[src/common/cb_seq_pkg.sv]
package cb_seq_pkg;

  // ################################################
  // Sequencer definitions
  // ################################################

  // Width of the beat index and of the command length
  localparam int SEQ_CNT_DW = 10;

  // ST_RUN issues one row per cycle.
  // ST_DRAIN waits for the rows still inside the bank and mapper
  typedef enum logic [1:0] {
    ST_IDLE  = 2'b00,
    ST_RUN   = 2'b01,
    ST_DRAIN = 2'b10
  } cb_seq_state_e;

endpackage

[src/cb_step_counter.sv]
`timescale 1ns/1ps

module cb_step_counter #(
  parameter int CB_AW = 6
) (
  input  logic                              clk,
  input  logic                              sys_rst,
  input  logic                              i_load,
  input  logic                              i_en,
  input  logic [CB_AW-1:0]                  i_base,
  input  logic [cb_seq_pkg::SEQ_CNT_DW-1:0] i_len,
  output logic [CB_AW-1:0]                  o_addr,
  output logic [cb_seq_pkg::SEQ_CNT_DW-1:0] o_step,
  output logic                              o_last
);

  logic [cb_seq_pkg::SEQ_CNT_DW-1:0] last_step;

  // A zero length still reads one row
  always_ff @(posedge clk) begin
    if (sys_rst) begin
      o_addr    <= '0;
      o_step    <= '0;
      last_step <= '0;
    end else if (i_load) begin
      o_addr    <= i_base;
      o_step    <= '0;
      last_step <= (i_len == '0) ? '0 : i_len - 1'b1;
    end else if (i_en) begin
      // The address rolls over at the top row of the buffer
      o_addr    <= o_addr + 1'b1;
      o_step    <= o_step + 1'b1;
    end
  end

  assign o_last = (o_step == last_step);

endmodule

[config.mk]
export PLATFORM = sky130hd
export DESIGN_NAME = cb_step_counter
export DESIGN_NICKNAME = d
export VERILOG_FILES = /design/src/common/cb_seq_pkg.sv /design/src/cb_step_counter.sv
export SDC_FILE = /design/constraint.sdc
export NUM_CORES = 1
export LEC_CHECK = 0
export ABC_AREA = 1
export BUFFER_PORTS_ARGS = -buffer_cell sky130_fd_sc_hd__buf_2
export CORE_UTILIZATION = 52
export DETAILED_ROUTE_END_ITERATION = 8
export PLACE_DENSITY = 0.74
export REMOVE_ABC_BUFFERS = 1
export SLEW_MARGIN = 15
export SYNTH_ARGS = -nofsm -noshare
export SYNTH_HDL_FRONTEND = slang
export SYNTH_SLANG_ARGS = --single-unit
[constraint.sdc]
create_clock -name clk -period 1.45 [get_ports clk]
set_input_delay 0.2175 -clock clk [delete_from_list [all_inputs] [get_ports clk]]
set_output_delay 0.2175 -clock clk [all_outputs]
set_load 0.005 [all_outputs]
Word level (Yosys, flattened, before mapping)
Index checks and enable logic that the tools add are counted.
Storage, ports and cells
  latch bits: 0
  memories: 0
  output and inout bits: 17
  flip-flop bits (word level): 26
  ROM bits: 0
  bits in writable memories: 0
  bits of input ports: 20
  word-level logic and storage cells: 13
Operators by class
  bitwise logic cells: 0
  muxes and demuxes: 3
  add/sub/neg operators: 3
  $mul: 0
  reductions and logical operators: 3
  shifts and indexed selects: 0
  equality and inequality tests: 1
  order comparisons: 0
  divide/modulo/power cells: 0
Operator list (count)
  2-to-1 mux 6 bit: 2
  adder 10 x 1 -> 10 bit (second input constant): 1
  equality test 10 bit: 1
  zero test 10 bit: 1
  2-to-1 mux 10 bit: 1
  subtractor 10 x 1 -> 10 bit (second input constant): 1
  adder 6 x 1 -> 6 bit (second input constant): 1
  nonzero test 2 bit: 1
  OR reduction 2 bit: 1

Depth between registers and ports, before layout
  depth after elaboration: 3
  depth in mapped cells: 8
  gate-level depth less buffers: 7

Worst setup path after synthesis
OpenSTA, ideal clock, no wires.
  path kind: register to output
  start point: register o_step[8] (netlist name)
  end point: output o_last
  path buffers: 0
  arrival time: 0.957 ns
  setup slack: 0.275 ns
  stages on the path, launching flop included: 5
  path through: dfxtp_1 > or2_2 > a21oi_1 > nand2_1 > nor3_1
On the way
  longest elaborated chain between the ends: 1
Ends and longest elaborated chain
  start: declaration: line cb_step_counter.sv:13  | output logic [cb_seq_pkg::SEQ_CNT_DW-1:0] o_step,
  start signal: assignment: line cb_step_counter.sv:32  | o_step <= o_step + 1'b1;
  equality test 10 bit: line cb_step_counter.sv:36  | assign o_last = (o_step == last_step);
  end: declaration: line cb_step_counter.sv:14  | output logic o_last
Every way passes these cells.

Final worst setup path
  start point: register o_step[1] (netlist name)
  end point: output o_last
The elaborated chain is that of the path after synthesis.

==> results.ini <==
[setup_path]
arrival_ns=1.33
cp.required_ns=1.23
critPathMaxStageDelay_ns=0.37
cp_num_cells=6
crit_type=reg -> out
path_delay_family=flip-flops
worstPathMaxFanout=3
r2r_slack_ns=0.16
cp-endpoint=o_last
timing.rr.end=o_step[6]
endpoint_kind=primary output
cp_num_buf_inv=2
timing.critical_path.cells=inv_2, nand2_2, a22oi_2, nand2_1, nor3_2, buf_2
slowest_stage=dfxtp_4
crit_start=o_step[1]
startpoint_type=flop
r2r-start=o_step[0]
rr_worst_depth=7

[hold_path]
holdPathStages=3
hold_path.class=in -> reg

[clocking]
cts_made_buffers=3
hold_buffers=0
clk_latency_ns=0.31
cts_tree=built
clock_sinks=26
clk_pin_slew_ns=0.13
cts_max_path_buffers=2
cts-root-buf=clkbuf_4
htree_levels=1

[synthesis]
synth_top_area_share_pct=35.7
avgSynthCellArea_um2=6.97
yosysTopAreaCell=dfxtp_1
ys_warn_count=0
synth_top_family_by_area=simple AND/OR/NAND/NOR gates
yosys-top-cells-area=dfxtp_1, nand2_1, inv_1, a21oi_1, nor2_1
synthSimpleGateAreaFrac_pct=33.1
synth.distinct_cells=29
synth_mux_area_share_pct=0
synth_compound_area_share_pct=13.8
synth_fa_ha_area_share_pct=2.58
ys_ff_latch=26
netlist_area_um2=1460
synth-xor-area-share_pct=5.41
seq_area_frac_synth_pct=35.7
syn_inst=209

[routing]
viasPerCell=5.04
wirelength_um=3180
vias=1442
drt_pass1_iterations=4
drtIter0Drc=22
route.detailed.drc=0
final_antenna_net_count=0
wl_per_cell_um=11.1

[sta]
max_freq_mhz=647
fin_skew_ns=0.00644
final_max_slew_viol_count=0
hold_viol=0
period_share_pct=107
grt_setup_unrepaired=true
max_slew.worst_pin.slew_ns=0.282
setup_ws_ns=-0.0963
period_minus_slack_ns=1.55
setup_viol=1
slew_headroom_pct=81.1

[floorplan]
rows=18
initial_utilization_pct=56.8
die_w_um=54.9
coreArea_um2=2570
die_area_um2=3020
die_h_um=54.9
pin_count=37

[placement]
place_area_um2=1680
gp_congestion=0.922
hpwl_um=2470
io_buffers=36
dp_cells=276

[power]
p_int_uw=937
pwr-share-seq_pct=59.5
p_sw_share_pct=27.0
power_frac_comb_pct=17.8
p_clk_share_pct=22.6
p_per_area_nw_per_um2=712
p_sw_uw=347
power_leakage_uw=0.000839
peakVddDrop_mv=0.486

[layout]
fin_cells=286
num-nets-final=281
drive_gt1_share_pct=32.0
antennaDiodeCount=0
syn_to_final_growth_pct=23.7
final_area_um2=1800

[grt]
grt_pass1_wl_um=4850
grt_pass1_vias=1140
globalRouteTotalUtil_pct=22.2
overflow=0
grt_max_degree=14
antenna_found_initial=0

[outcome]
violations=negative setup slack
status=finished, violations left

[job]
cap_viol_max_count=0

worst reg2reg max path, cell delays in order (launching register included):
cell and delay [ns]:
dfxtp_4 0.37, buf_4 0.11, ha_1 0.19, nand3_1 0.10
nor3_2 0.17, inv_1 0.08, o21ai_1 0.12, a21oi_1 0.05
cell families (layout without fill, tap and decap cells):
| kind of cell | after synthesis | in the layout |
|---|---|---|
| simple gates | 102 | 102 |
| buf+inv | 34 | 81 |
| compound gates | 35 | 35 |
| xor+xnor | 9 | 9 |
| fa+ha+maj | 3 | 3 |
| flops | 26 | 26 |
cell type report:
cell class | count | area (um^2)
fill | 243 | 764
multi-input combinational | 149 | 825
timing repair buffer | 46 | 255
clock buffer | 3 | 22.5
inverter | 32 | 120
sequential | 26 | 543
tap | 30 | 37.5
worst min path at each step:
stage	start	end	slack, ns
global route	i_len[0]	last_step[0]	0.11
finish	i_base[3]	o_addr[3]	0.11
floorplan	sys_rst	o_addr[5]	0.29
detailed placement	i_base[3]	o_addr[3]	0.43
global placement	i_base[3]	o_addr[3]	0.42
CTS	i_base[3]	o_addr[3]	0.10
state kept, by name (all words and copies together), names as in the netlist:
name,flops
last_step,10
o_step,10
o_addr,6
metal layers:
| layer | up-vias | global-route usage, % | part of all wire (%) |
|---|---|---|---|
| met3 | 2 | 1.64 | 3.0 |
| met2 | 28 | 32.5 | 44 |
| met4 | 0 | 6.25 | 0.60 |
| met1 | 634 | 34.2 | 52 |
| li1 | 778 | - | - |
| met5 | - | 0 | 0 |
cell usage in the layout (no fill, tap or decap), drive strengths merged:
| cell | count |
|---|---|
| xnor2 | 3 |
| a211oi | 2 |
| nand2 | 56 |
| clkbuf | 3 |
| ha | 3 |
| a31o | 1 |
| or2 | 1 |
| xor2 | 6 |
| a22oi | 2 |
| a21oi | 12 |
| a31oi | 3 |
| dfxtp | 26 |
| o22ai | 5 |
| nand3 | 12 |
| o21ai | 9 |
| nor3 | 5 |
| buf | 46 |
| nand4 | 5 |
| inv | 32 |
| o21bai | 1 |
| nor2 | 23 |
cell usage after synthesis (all sizes together):
library cell,number
xnor2,3
a31o,1
a211oi,2
a22oi,2
ha,3
buf,2
a21oi,12
inv,32
nand2,56
nor3,5
or2,1
nand4,5
o21ai,9
o21bai,1
nor2,23
a31oi,3
o22ai,5
dfxtp,26
nand3,12
xor2,6
power by group through the flow:
stage	Sequential, uW	Combinational (uW)	Clock (uW)
after floorplan	785	121	0
after global placement	787	207	0
after detailed placement	788	208	0
after CTS	772	213	299
after global routing	769	261	330
final	765	229	290
stage by stage:
stage	hold slack [ns]	TNS, ns	worst slack, ns	util (%)	power [uW]
floorplan	0.287	0	0.275	-	906
global placement	0.424	0	0.107	65.5	994
detailed placement	0.430	0	0.0820	65.5	996
CTS	0.104	-0.139	-0.139	67.2	1280
global route	0.110	-0.213	-0.213	70.2	1360
finish	0.111	-0.0963	-0.0963	70.2	1280
timing repair:
| action | in CTS | in global routing |
|---|---|---|
| endpoints found under the setup margin | 1 | 1 |
| pin swaps | 2 | 6 |
| resized for setup | 8 | 13 |
| setup buffers | 1 | 6 |
Note: power is estimated with default switching activity, not from simulation.
