<file path="src/common/cb_route_pkg.sv">
package cb_route_pkg;

  // ################################################
  // Row geometry
  // ################################################

  // Lanes per covariance buffer row
  localparam int CB_LANES = 4;

  // Operand widths on the array side, in words
  localparam int CB_X = 4;
  localparam int CB_Y = 4;

  // ################################################
  // Command opcodes
  // ################################################

  // Where a mapped row is sent
  typedef enum logic [1:0] {
    DEST_TB = 2'b00,
    DEST_A  = 2'b01,
    DEST_B  = 2'b10,
    DEST_M  = 2'b11
  } cb_dest_e;

  // How the lanes of a row are reordered
  typedef enum logic [1:0] {
    DIR_IDLE = 2'b00,
    DIR_POS  = 2'b01,
    DIR_NEG  = 2'b10,
    DIR_NEW  = 2'b11
  } cb_dir_e;

  // Lane of the NEW pair. Odd landmarks sit in lanes 0 and 1, even ones in lanes 2 and 3
  function automatic int unsigned new_pair_lane(input logic l_k_0, input logic upper);
    return (l_k_0 ? 0 : 2) + (upper ? 1 : 0);
  endfunction

endpackage

</file>
<file path="src/common/cb_seq_pkg.sv">
package cb_seq_pkg;

  // ################################################
  // Sequencer definitions
  // ################################################

  // Width of the beat index and of the command length
  localparam int SEQ_CNT_DW = 10;

  // ST_RUN issues one row per cycle.
  // ST_DRAIN waits for the rows still inside the bank and mapper
  typedef enum logic [1:0] {
    ST_IDLE  = 2'b00,
    ST_RUN   = 2'b01,
    ST_DRAIN = 2'b10
  } cb_seq_state_e;

endpackage

</file>
<file path="src/common/cb_rd_if.sv">
`timescale 1ns/1ps

interface cb_rd_if #(
  parameter int CB_AW = 6
);

  // Read request and its route
  logic                              rd_en;
  logic [CB_AW-1:0]                  rd_addr;
  cb_route_pkg::cb_dest_e            dest;
  cb_route_pkg::cb_dir_e             dir;
  logic                              l_k_0;
  logic [cb_seq_pkg::SEQ_CNT_DW-1:0] step;

  // Marks a slot that carries read data out of the bank
  logic                              valid;

  modport issue (output rd_en, output rd_addr, output dest, output dir,
                 output l_k_0, output step);

  modport bank (input rd_en, input rd_addr, input dest, input dir,
                input l_k_0, input step);

  // The bank fills this slot beside its read data and the mapper consumes it
  modport map (output valid, output dest, output dir, output l_k_0, output step);

endinterface

</file>
<file path="src/cb_seq_fsm.sv">
`timescale 1ns/1ps

module cb_seq_fsm #(
  parameter int CB_AW = 6
) (
  input  logic                              clk,
  input  logic                              sys_rst,
  input  logic                              i_cmd_valid,
  input  cb_route_pkg::cb_dest_e            i_cmd_dest,
  input  cb_route_pkg::cb_dir_e             i_cmd_dir,
  input  logic [1:0]                        i_cmd_lm_idx,
  input  logic [CB_AW-1:0]                  i_cnt_addr,
  input  logic [cb_seq_pkg::SEQ_CNT_DW-1:0] i_cnt_step,
  input  logic                              i_cnt_last,
  output logic                              o_cmd_ready,
  output logic                              o_cnt_load,
  output logic                              o_cnt_en,
  output logic                              o_done,
  cb_rd_if.issue                            o_rd
);

  cb_seq_pkg::cb_seq_state_e state;
  cb_seq_pkg::cb_seq_state_e state_nxt;
  logic                      accept;
  logic                      issue_last;
  logic [1:0]                done_dly;

  assign o_cmd_ready = (state == cb_seq_pkg::ST_IDLE);
  assign accept      = i_cmd_valid & o_cmd_ready;
  assign o_cnt_load  = accept;
  assign o_cnt_en    = (state == cb_seq_pkg::ST_RUN);

  // ################################################
  // State machine
  // ################################################

  always_comb begin
    state_nxt = state;
    case (state)
      cb_seq_pkg::ST_IDLE: begin
        if (accept) state_nxt = cb_seq_pkg::ST_RUN;
      end
      cb_seq_pkg::ST_RUN: begin
        if (i_cnt_last) state_nxt = cb_seq_pkg::ST_DRAIN;
      end
      cb_seq_pkg::ST_DRAIN: begin
        // Leave once the last beat is on the outputs
        if (done_dly[1]) state_nxt = cb_seq_pkg::ST_IDLE;
      end
      default: state_nxt = cb_seq_pkg::ST_IDLE;
    endcase
  end

  always_ff @(posedge clk) begin
    if (sys_rst) begin
      state <= cb_seq_pkg::ST_IDLE;
    end else begin
      state <= state_nxt;
    end
  end

  // ################################################
  // Read issue
  // ################################################

  // Route fields are held for the whole burst
  always_ff @(posedge clk) begin
    if (sys_rst) begin
      o_rd.dest  <= cb_route_pkg::DEST_TB;
      o_rd.dir   <= cb_route_pkg::DIR_IDLE;
      o_rd.l_k_0 <= 1'b0;
    end else if (accept) begin
      o_rd.dest  <= i_cmd_dest;
      o_rd.dir   <= i_cmd_dir;
      o_rd.l_k_0 <= i_cmd_lm_idx[0];
    end
  end

  always_ff @(posedge clk) begin
    if (sys_rst) begin
      o_rd.rd_en <= 1'b0;
      issue_last <= 1'b0;
      done_dly   <= 2'b00;
    end else begin
      o_rd.rd_en <= o_cnt_en;
      issue_last <= o_cnt_en & i_cnt_last;
      // Bank and mapper each add one stage behind the issued read
      done_dly   <= {done_dly[0], issue_last};
    end
  end

  always_ff @(posedge clk) begin
    o_rd.rd_addr <= i_cnt_addr;
    o_rd.step    <= i_cnt_step;
  end

  assign o_done = done_dly[1];

endmodule

</file>
<file path="src/flat_wrapper.sv">
// flat-port wrapper written by rule: the top's interface ports become plain ports
module cb_seq_fsm_flat 
#(
  parameter int CB_AW = 6
)
  (clk, sys_rst, i_cmd_valid, i_cmd_dest, i_cmd_dir, i_cmd_lm_idx, i_cnt_addr, i_cnt_step, i_cnt_last, o_cmd_ready, o_cnt_load, o_cnt_en, o_done, o_rd_rd_en, o_rd_rd_addr, o_rd_dest, o_rd_dir, o_rd_l_k_0, o_rd_step);
  cb_rd_if #(.CB_AW(CB_AW)) o_rd_i ();
  input  logic clk;
  input  logic sys_rst;
  input  logic i_cmd_valid;
  input  cb_route_pkg::cb_dest_e i_cmd_dest;
  input  cb_route_pkg::cb_dir_e i_cmd_dir;
  input  logic [1:0] i_cmd_lm_idx;
  input  logic [CB_AW-1:0] i_cnt_addr;
  input  logic [cb_seq_pkg::SEQ_CNT_DW-1:0] i_cnt_step;
  input  logic i_cnt_last;
  output logic o_cmd_ready;
  output logic o_cnt_load;
  output logic o_cnt_en;
  output logic o_done;
  output wire logic [$bits(o_rd_i.rd_en)-1:0] o_rd_rd_en;
  output wire logic [$bits(o_rd_i.rd_addr)-1:0] o_rd_rd_addr;
  output wire logic [$bits(o_rd_i.dest)-1:0] o_rd_dest;
  output wire logic [$bits(o_rd_i.dir)-1:0] o_rd_dir;
  output wire logic [$bits(o_rd_i.l_k_0)-1:0] o_rd_l_k_0;
  output wire logic [$bits(o_rd_i.step)-1:0] o_rd_step;
  assign o_rd_rd_en = o_rd_i.rd_en;
  assign o_rd_rd_addr = o_rd_i.rd_addr;
  assign o_rd_dest = o_rd_i.dest;
  assign o_rd_dir = o_rd_i.dir;
  assign o_rd_l_k_0 = o_rd_i.l_k_0;
  assign o_rd_step = o_rd_i.step;
  cb_seq_fsm #(.CB_AW(CB_AW)) u_core (.clk(clk), .sys_rst(sys_rst), .i_cmd_valid(i_cmd_valid), .i_cmd_dest(i_cmd_dest), .i_cmd_dir(i_cmd_dir), .i_cmd_lm_idx(i_cmd_lm_idx), .i_cnt_addr(i_cnt_addr), .i_cnt_step(i_cnt_step), .i_cnt_last(i_cnt_last), .o_cmd_ready(o_cmd_ready), .o_cnt_load(o_cnt_load), .o_cnt_en(o_cnt_en), .o_done(o_done), .o_rd(o_rd_i));
endmodule
</file>
<file path="config.mk">
export PLATFORM = sky130hd
export DESIGN_NAME = cb_seq_fsm_flat
export DESIGN_NICKNAME = d
export VERILOG_FILES = /design/src/common/cb_route_pkg.sv /design/src/common/cb_seq_pkg.sv /design/src/common/cb_rd_if.sv /design/src/cb_seq_fsm.sv /design/src/flat_wrapper.sv
export SDC_FILE = /design/constraint.sdc
export NUM_CORES = 1
export LEC_CHECK = 0
export BUFFER_PORTS_ARGS = -buffer_cell sky130_fd_sc_hd__buf_2
export CAP_MARGIN = 20
export CELL_PAD_IN_SITES_DETAIL_PLACEMENT = 0
export CELL_PAD_IN_SITES_GLOBAL_PLACEMENT = 2
export CORE_MARGIN = 2
export CORE_UTILIZATION = 20
export CTS_CLUSTER_SIZE = 25
export DETAILED_ROUTE_END_ITERATION = 12
export PLACE_DENSITY = 0.75
export SLEW_MARGIN = 5
export SYNTH_ARGS = -nofsm -noshare
export SYNTH_HDL_FRONTEND = slang
export SYNTH_SLANG_ARGS = --single-unit
export TNS_END_PERCENT = 50
</file>
<file path="constraint.sdc">
create_clock -name clk -period 1 [get_ports clk]
set_clock_uncertainty 0.05 [all_clocks]
set_input_delay 0.3 -clock clk [delete_from_list [all_inputs] [get_ports clk]]
set_output_delay 0.3 -clock clk [all_outputs]
set_load 0.02 [all_outputs]
</file>
Word-level counts from Yosys, hierarchy flattened

Cells that the tools add are included.

Equal/unequal tests: 5
Muxes and demuxes: 4
Bitwise gates (word level): 2
Reductions and logical operators: 2

Operators with widths:

| operator           | number |
|---|---|
| $mux 2             | 3 |
| $pmux 2 s3         | 1 |
| $ne 2x2->1 const B | 2 |
| $reduce_and 3->1   | 1 |
| $and 1x1->1        | 2 |
| $eq 2x1->1 const B | 1 |
| $eq 2x2->1 const B | 1 |
| $logic_not 2->1    | 1 |
| $ne 2x1->1 const B | 1 |

Bits in registers: 27
Input bits: 26
Output and inout port bits: 26
Logic and storage cells: 22

Depth between registers and ports, before layout

Depth after elaboration: 4
Gate-level depth with buffers: 3

Worst setup path after synthesis

No wires, ideal clock.

Kind: flip-flop to output port
From: register u_core.state[0]
To: output o_cnt_load
Data arrival time: 0.863 ns
Data required time: 0.650 ns
Slack: -0.213 ns
Stages on the path, launching flop included: 3
Cells stage by stage: dfxtp_1 buf_6 nor3b_4

Longest elaborated chain between the ends: 2

Ends and longest elaborated chain:

| element                | line               | RTL |
|---|---|---|
| start, declared        | cb_seq_fsm.sv:22   | `cb_seq_pkg::cb_seq_state_e state;` |
| start signal, assigned | cb_seq_fsm.sv:56   | `state <= cb_seq_pkg::ST_IDLE;` |
| start signal, assigned | cb_seq_fsm.sv:58   | `state <= state_nxt;` |
| $logic_not 2->1        | cb_seq_fsm.sv:28   | `assign o_cmd_ready = (state == cb_seq_pkg::ST_IDLE);` |
| $and 1x1->1            | cb_seq_fsm.sv:29   | `assign accept = i_cmd_valid & o_cmd_ready;` |
| end, declared          | flat_wrapper.sv:18 | `output logic o_cnt_load;` |

No other way between the ends.

Final worst setup path

From: register u_core.state[1]
To: output o_cnt_load

Same word-level chain as after synthesis.

==> results.txt <==
Status -> finished with violations
Failing checks -> negative setup slack
Yosys warns -> 0
Placed Area -> 0.001082 sq mm
Flops & latches, synth -> 27
Vias in the first global route -> 657
Final Hold Fails -> 0
Antenna viol nets, final -> 0
Hold WC Path Type -> in2reg
Worst Path Arrival -> 1.01 ns
Global Route met2 Usage -> 13.52%
Maximum VDD drop -> 0.8421 mV
GR Util met1 -> 8.714%
Mapped Area -> 757.0 sq um
Core footprint -> 0.003661 sq mm
Fin cells -> 162
Dpl ws -> -0.1166 ns
Worst reg2reg path startpoint -> u_core.state[1]
Hold path startpoint -> i_cnt_addr[5]
Largest net degree at the start of global routing -> 16
Gate power share -> 17.9%
Crit path kind -> reg2out
Xor-xnor portion of the synthesized cell area -> 0%
Mean routed wirelength per cell -> 10.85 microns
TritonCTS Buffers -> 3
Layer with the highest usage -> met2
Max-cap violations -> 0
Distinct cells, synth -> 14
Drt pass-1 iters -> 2
Lkg Pwr -> 0.6079 nW
Congestion Overflow GR -> 0
Gr usage total -> 8.716%
Critical path required time -> 0.65 ns
Initial Util -> 20.68%
Net count after synthesis -> 82
GPL Wtd Cong -> 0.6709
Average vias per placed instance -> 3.642
Worst-Margin Slew -> 0.2529 ns
Mux cell area share after synthesis -> 6.612%
Via count -> 590
CP Launch Type -> flop
Row Count -> 22
Syn-to-layout area delta -> 80.33%
Post-synthesis area per instance -> 13.52 sq um
Fin. max-slew vios -> 0
Wirelength, routed -> 1.757 mm
CTS H-tree lvls -> 1
Initial antenna violation count -> 0
Sequential fraction of the synthesis area -> 71.40%
DRT iter0 DRCs -> 7
Cell count after placement -> 156
Proportion of layout cells with a drive suffix above 1 -> 76.32%
Max Clock Freq -> 736.7 MHz
Worst Path Max Fanout -> 4
Power per cell area -> 1594 mW/mm^2
Clk_lat worst skew -> 0.26 ns
Clock Pin Slew Worst Setup and Hold Paths -> 0.09 ns
Tmin final -> 1.357 ns
Psw -> 0.5266 mW
Final period util -> 135.7%
Antenna Cells -> 0
Final nets -> 141
P_int -> 1.650 mW
Worst Setup SP -> u_core.state[1]
First-pass GRT wire length -> 2.766 mm
Met3 GRT Util -> 5.993%
Cells after Synth -> 56
DRC Markers -> 0
Adder-Cell Fraction of Synth Area -> 0%
Clock Sink Count -> 27
Root Driver -> clkbuf_8
Number of top-level pins -> 52
Rel. slew slack -> 83.14%
Post-DP HPWL -> 1.233 mm
RSZ-0062 raised after global routing -> true
DIE AREA -> 0.004293 sq mm
Setup violations, final -> 34
Largest family of logic cells by synthesized area -> simple AND/OR/NAND/NOR gates
Element type at the critical path end -> primary output
I/O Buffers -> 50
Die Height -> 65.52 microns
Final worst slack -> -0.3574 ns
Simple-gate area share of the yosys netlist -> 18.18%
Design Area, Final -> 0.001365 sq mm
Sw Ratio -> 24.20%
Compound-Gate Fraction of Synth Area -> 1.818%
Clock network power share -> 27.5%
CTS tree -> yes
Die width -> 65.52 microns
Fillers -> 378
CTS Buffer Depth -> 2
Reg power frac -> 54.6%
CTS hold repair buffers -> 0
## path summary, 6_finish.rpt
| kind | endpoint | slack (ns) | cells past startpoint |
|---|---|---|---|
| worst max-delay path | o_cnt_load | -0.36 | 2 |
| worst min register to register | u_core.done_dly[1] | 0.39 | 1 |
| worst min-delay path | u_core.o_rd.rd_addr[5] | 0.08 | 1 |
| worst max register to register | u_core.o_rd.dir[1] | -0.10 | 3 |
## layout make-up
class	instances	area, sq um	share of cell area [%]
sequential	27	576.8	42.25
timing repair buffer	56	457.9	33.55
multi-input combinational	27	225.2	16.50
tap	48	60.06	4.400
clock buffer	4	45.04	3.300
## stage by stage
| stage | TNS, ns | util, % | total power [mW] | hold WS, ns |
|---|---|---|---|---|
| final | -2.930 | 37.29 | 2.176 | 0.07781 |
| after global routing | -4.235 | 37.29 | 2.287 | 0.06005 |
| after CTS | -3.431 | 37.05 | 2.207 | 0.06781 |
| after detailed placement | -0.8333 | 29.56 | 1.481 | 0.3536 |
| after global placement | -0.5151 | 29.56 | 1.474 | 0.3518 |
| after floorplan | -1.303 | - | 1.347 | 0.2777 |
## synthesized netlist by cell type, drive strengths merged
master | count | area [sq um]
nor2 | 2 | 7.510
and2 | 1 | 6.260
nand2b | 10 | 62.56
or3b | 1 | 8.760
a21oi | 1 | 5.000
a2111oi | 1 | 8.760
nor2b | 3 | 18.77
dfxtp | 27 | 540.5
nor3b | 2 | 26.28
clkbuf | 1 | 3.750
nand3b | 1 | 7.510
buf | 1 | 11.26
mux2i | 5 | 50.05
## per-layer routing
metal / share of wire [%] / up-vias
met1: 41 / 248
met5: 0 / -
li1: - / 295
met2: 42 / 45
met3: 17 / 2
met4: 1.0 / 0
## power by group through the flow
stage	logic (mW)	clock network, mW	registers (mW)
after floorplan	0.0954	0	1.25
after global placement	0.287	0	1.19
after detailed placement	0.293	0	1.19
after CTS	0.391	0.629	1.19
after global routing	0.418	0.674	1.19
final	0.390	0.599	1.19
## cells in the final DEF (no fill, tap or decap), drive strengths merged
master   count
or3b         1
dfxtp       27
a21oi        1
a2111oi      1
clkbuf       4
nor2b        3
and2         1
nor3b        2
mux2i        5
buf         56
nand2b      10
nor2         2
nand3b       1
## state kept, by name, indices dropped and copies added (netlist names)
signal and count:
u_core.o_rd.rd_addr 6, u_core.o_rd.dir 2, u_core.o_rd.step 10, u_core.o_rd.rd_en 1
u_core.o_rd.l_k_0 1, u_core.state 2, u_core.done_dly 2, u_core.o_rd.dest 2
u_core.issue_last 1
## timing repair
item	4_1_cts	5_1_grt
resized for setup	80	4
setup buffers	2	1
setup endpoints to repair	34	34
pin swaps	1	5
## logic make-up (layout without fill, tap and decap cells)
logic type             count (synthesis)  count (layout)
AO/OA/AOI/OAI                          2               2
buffers and inverters                  2              60
flip-flops                            27              27
multiplexers                           5               5
AND/OR/NAND/NOR                       20              20
## worst max-delay path: stages, from the launching register on
cell     delay, ns
dfxtp_4       0.37
nor3b_4       0.23
buf_6         0.15
(Power assumes the default switching activity.)
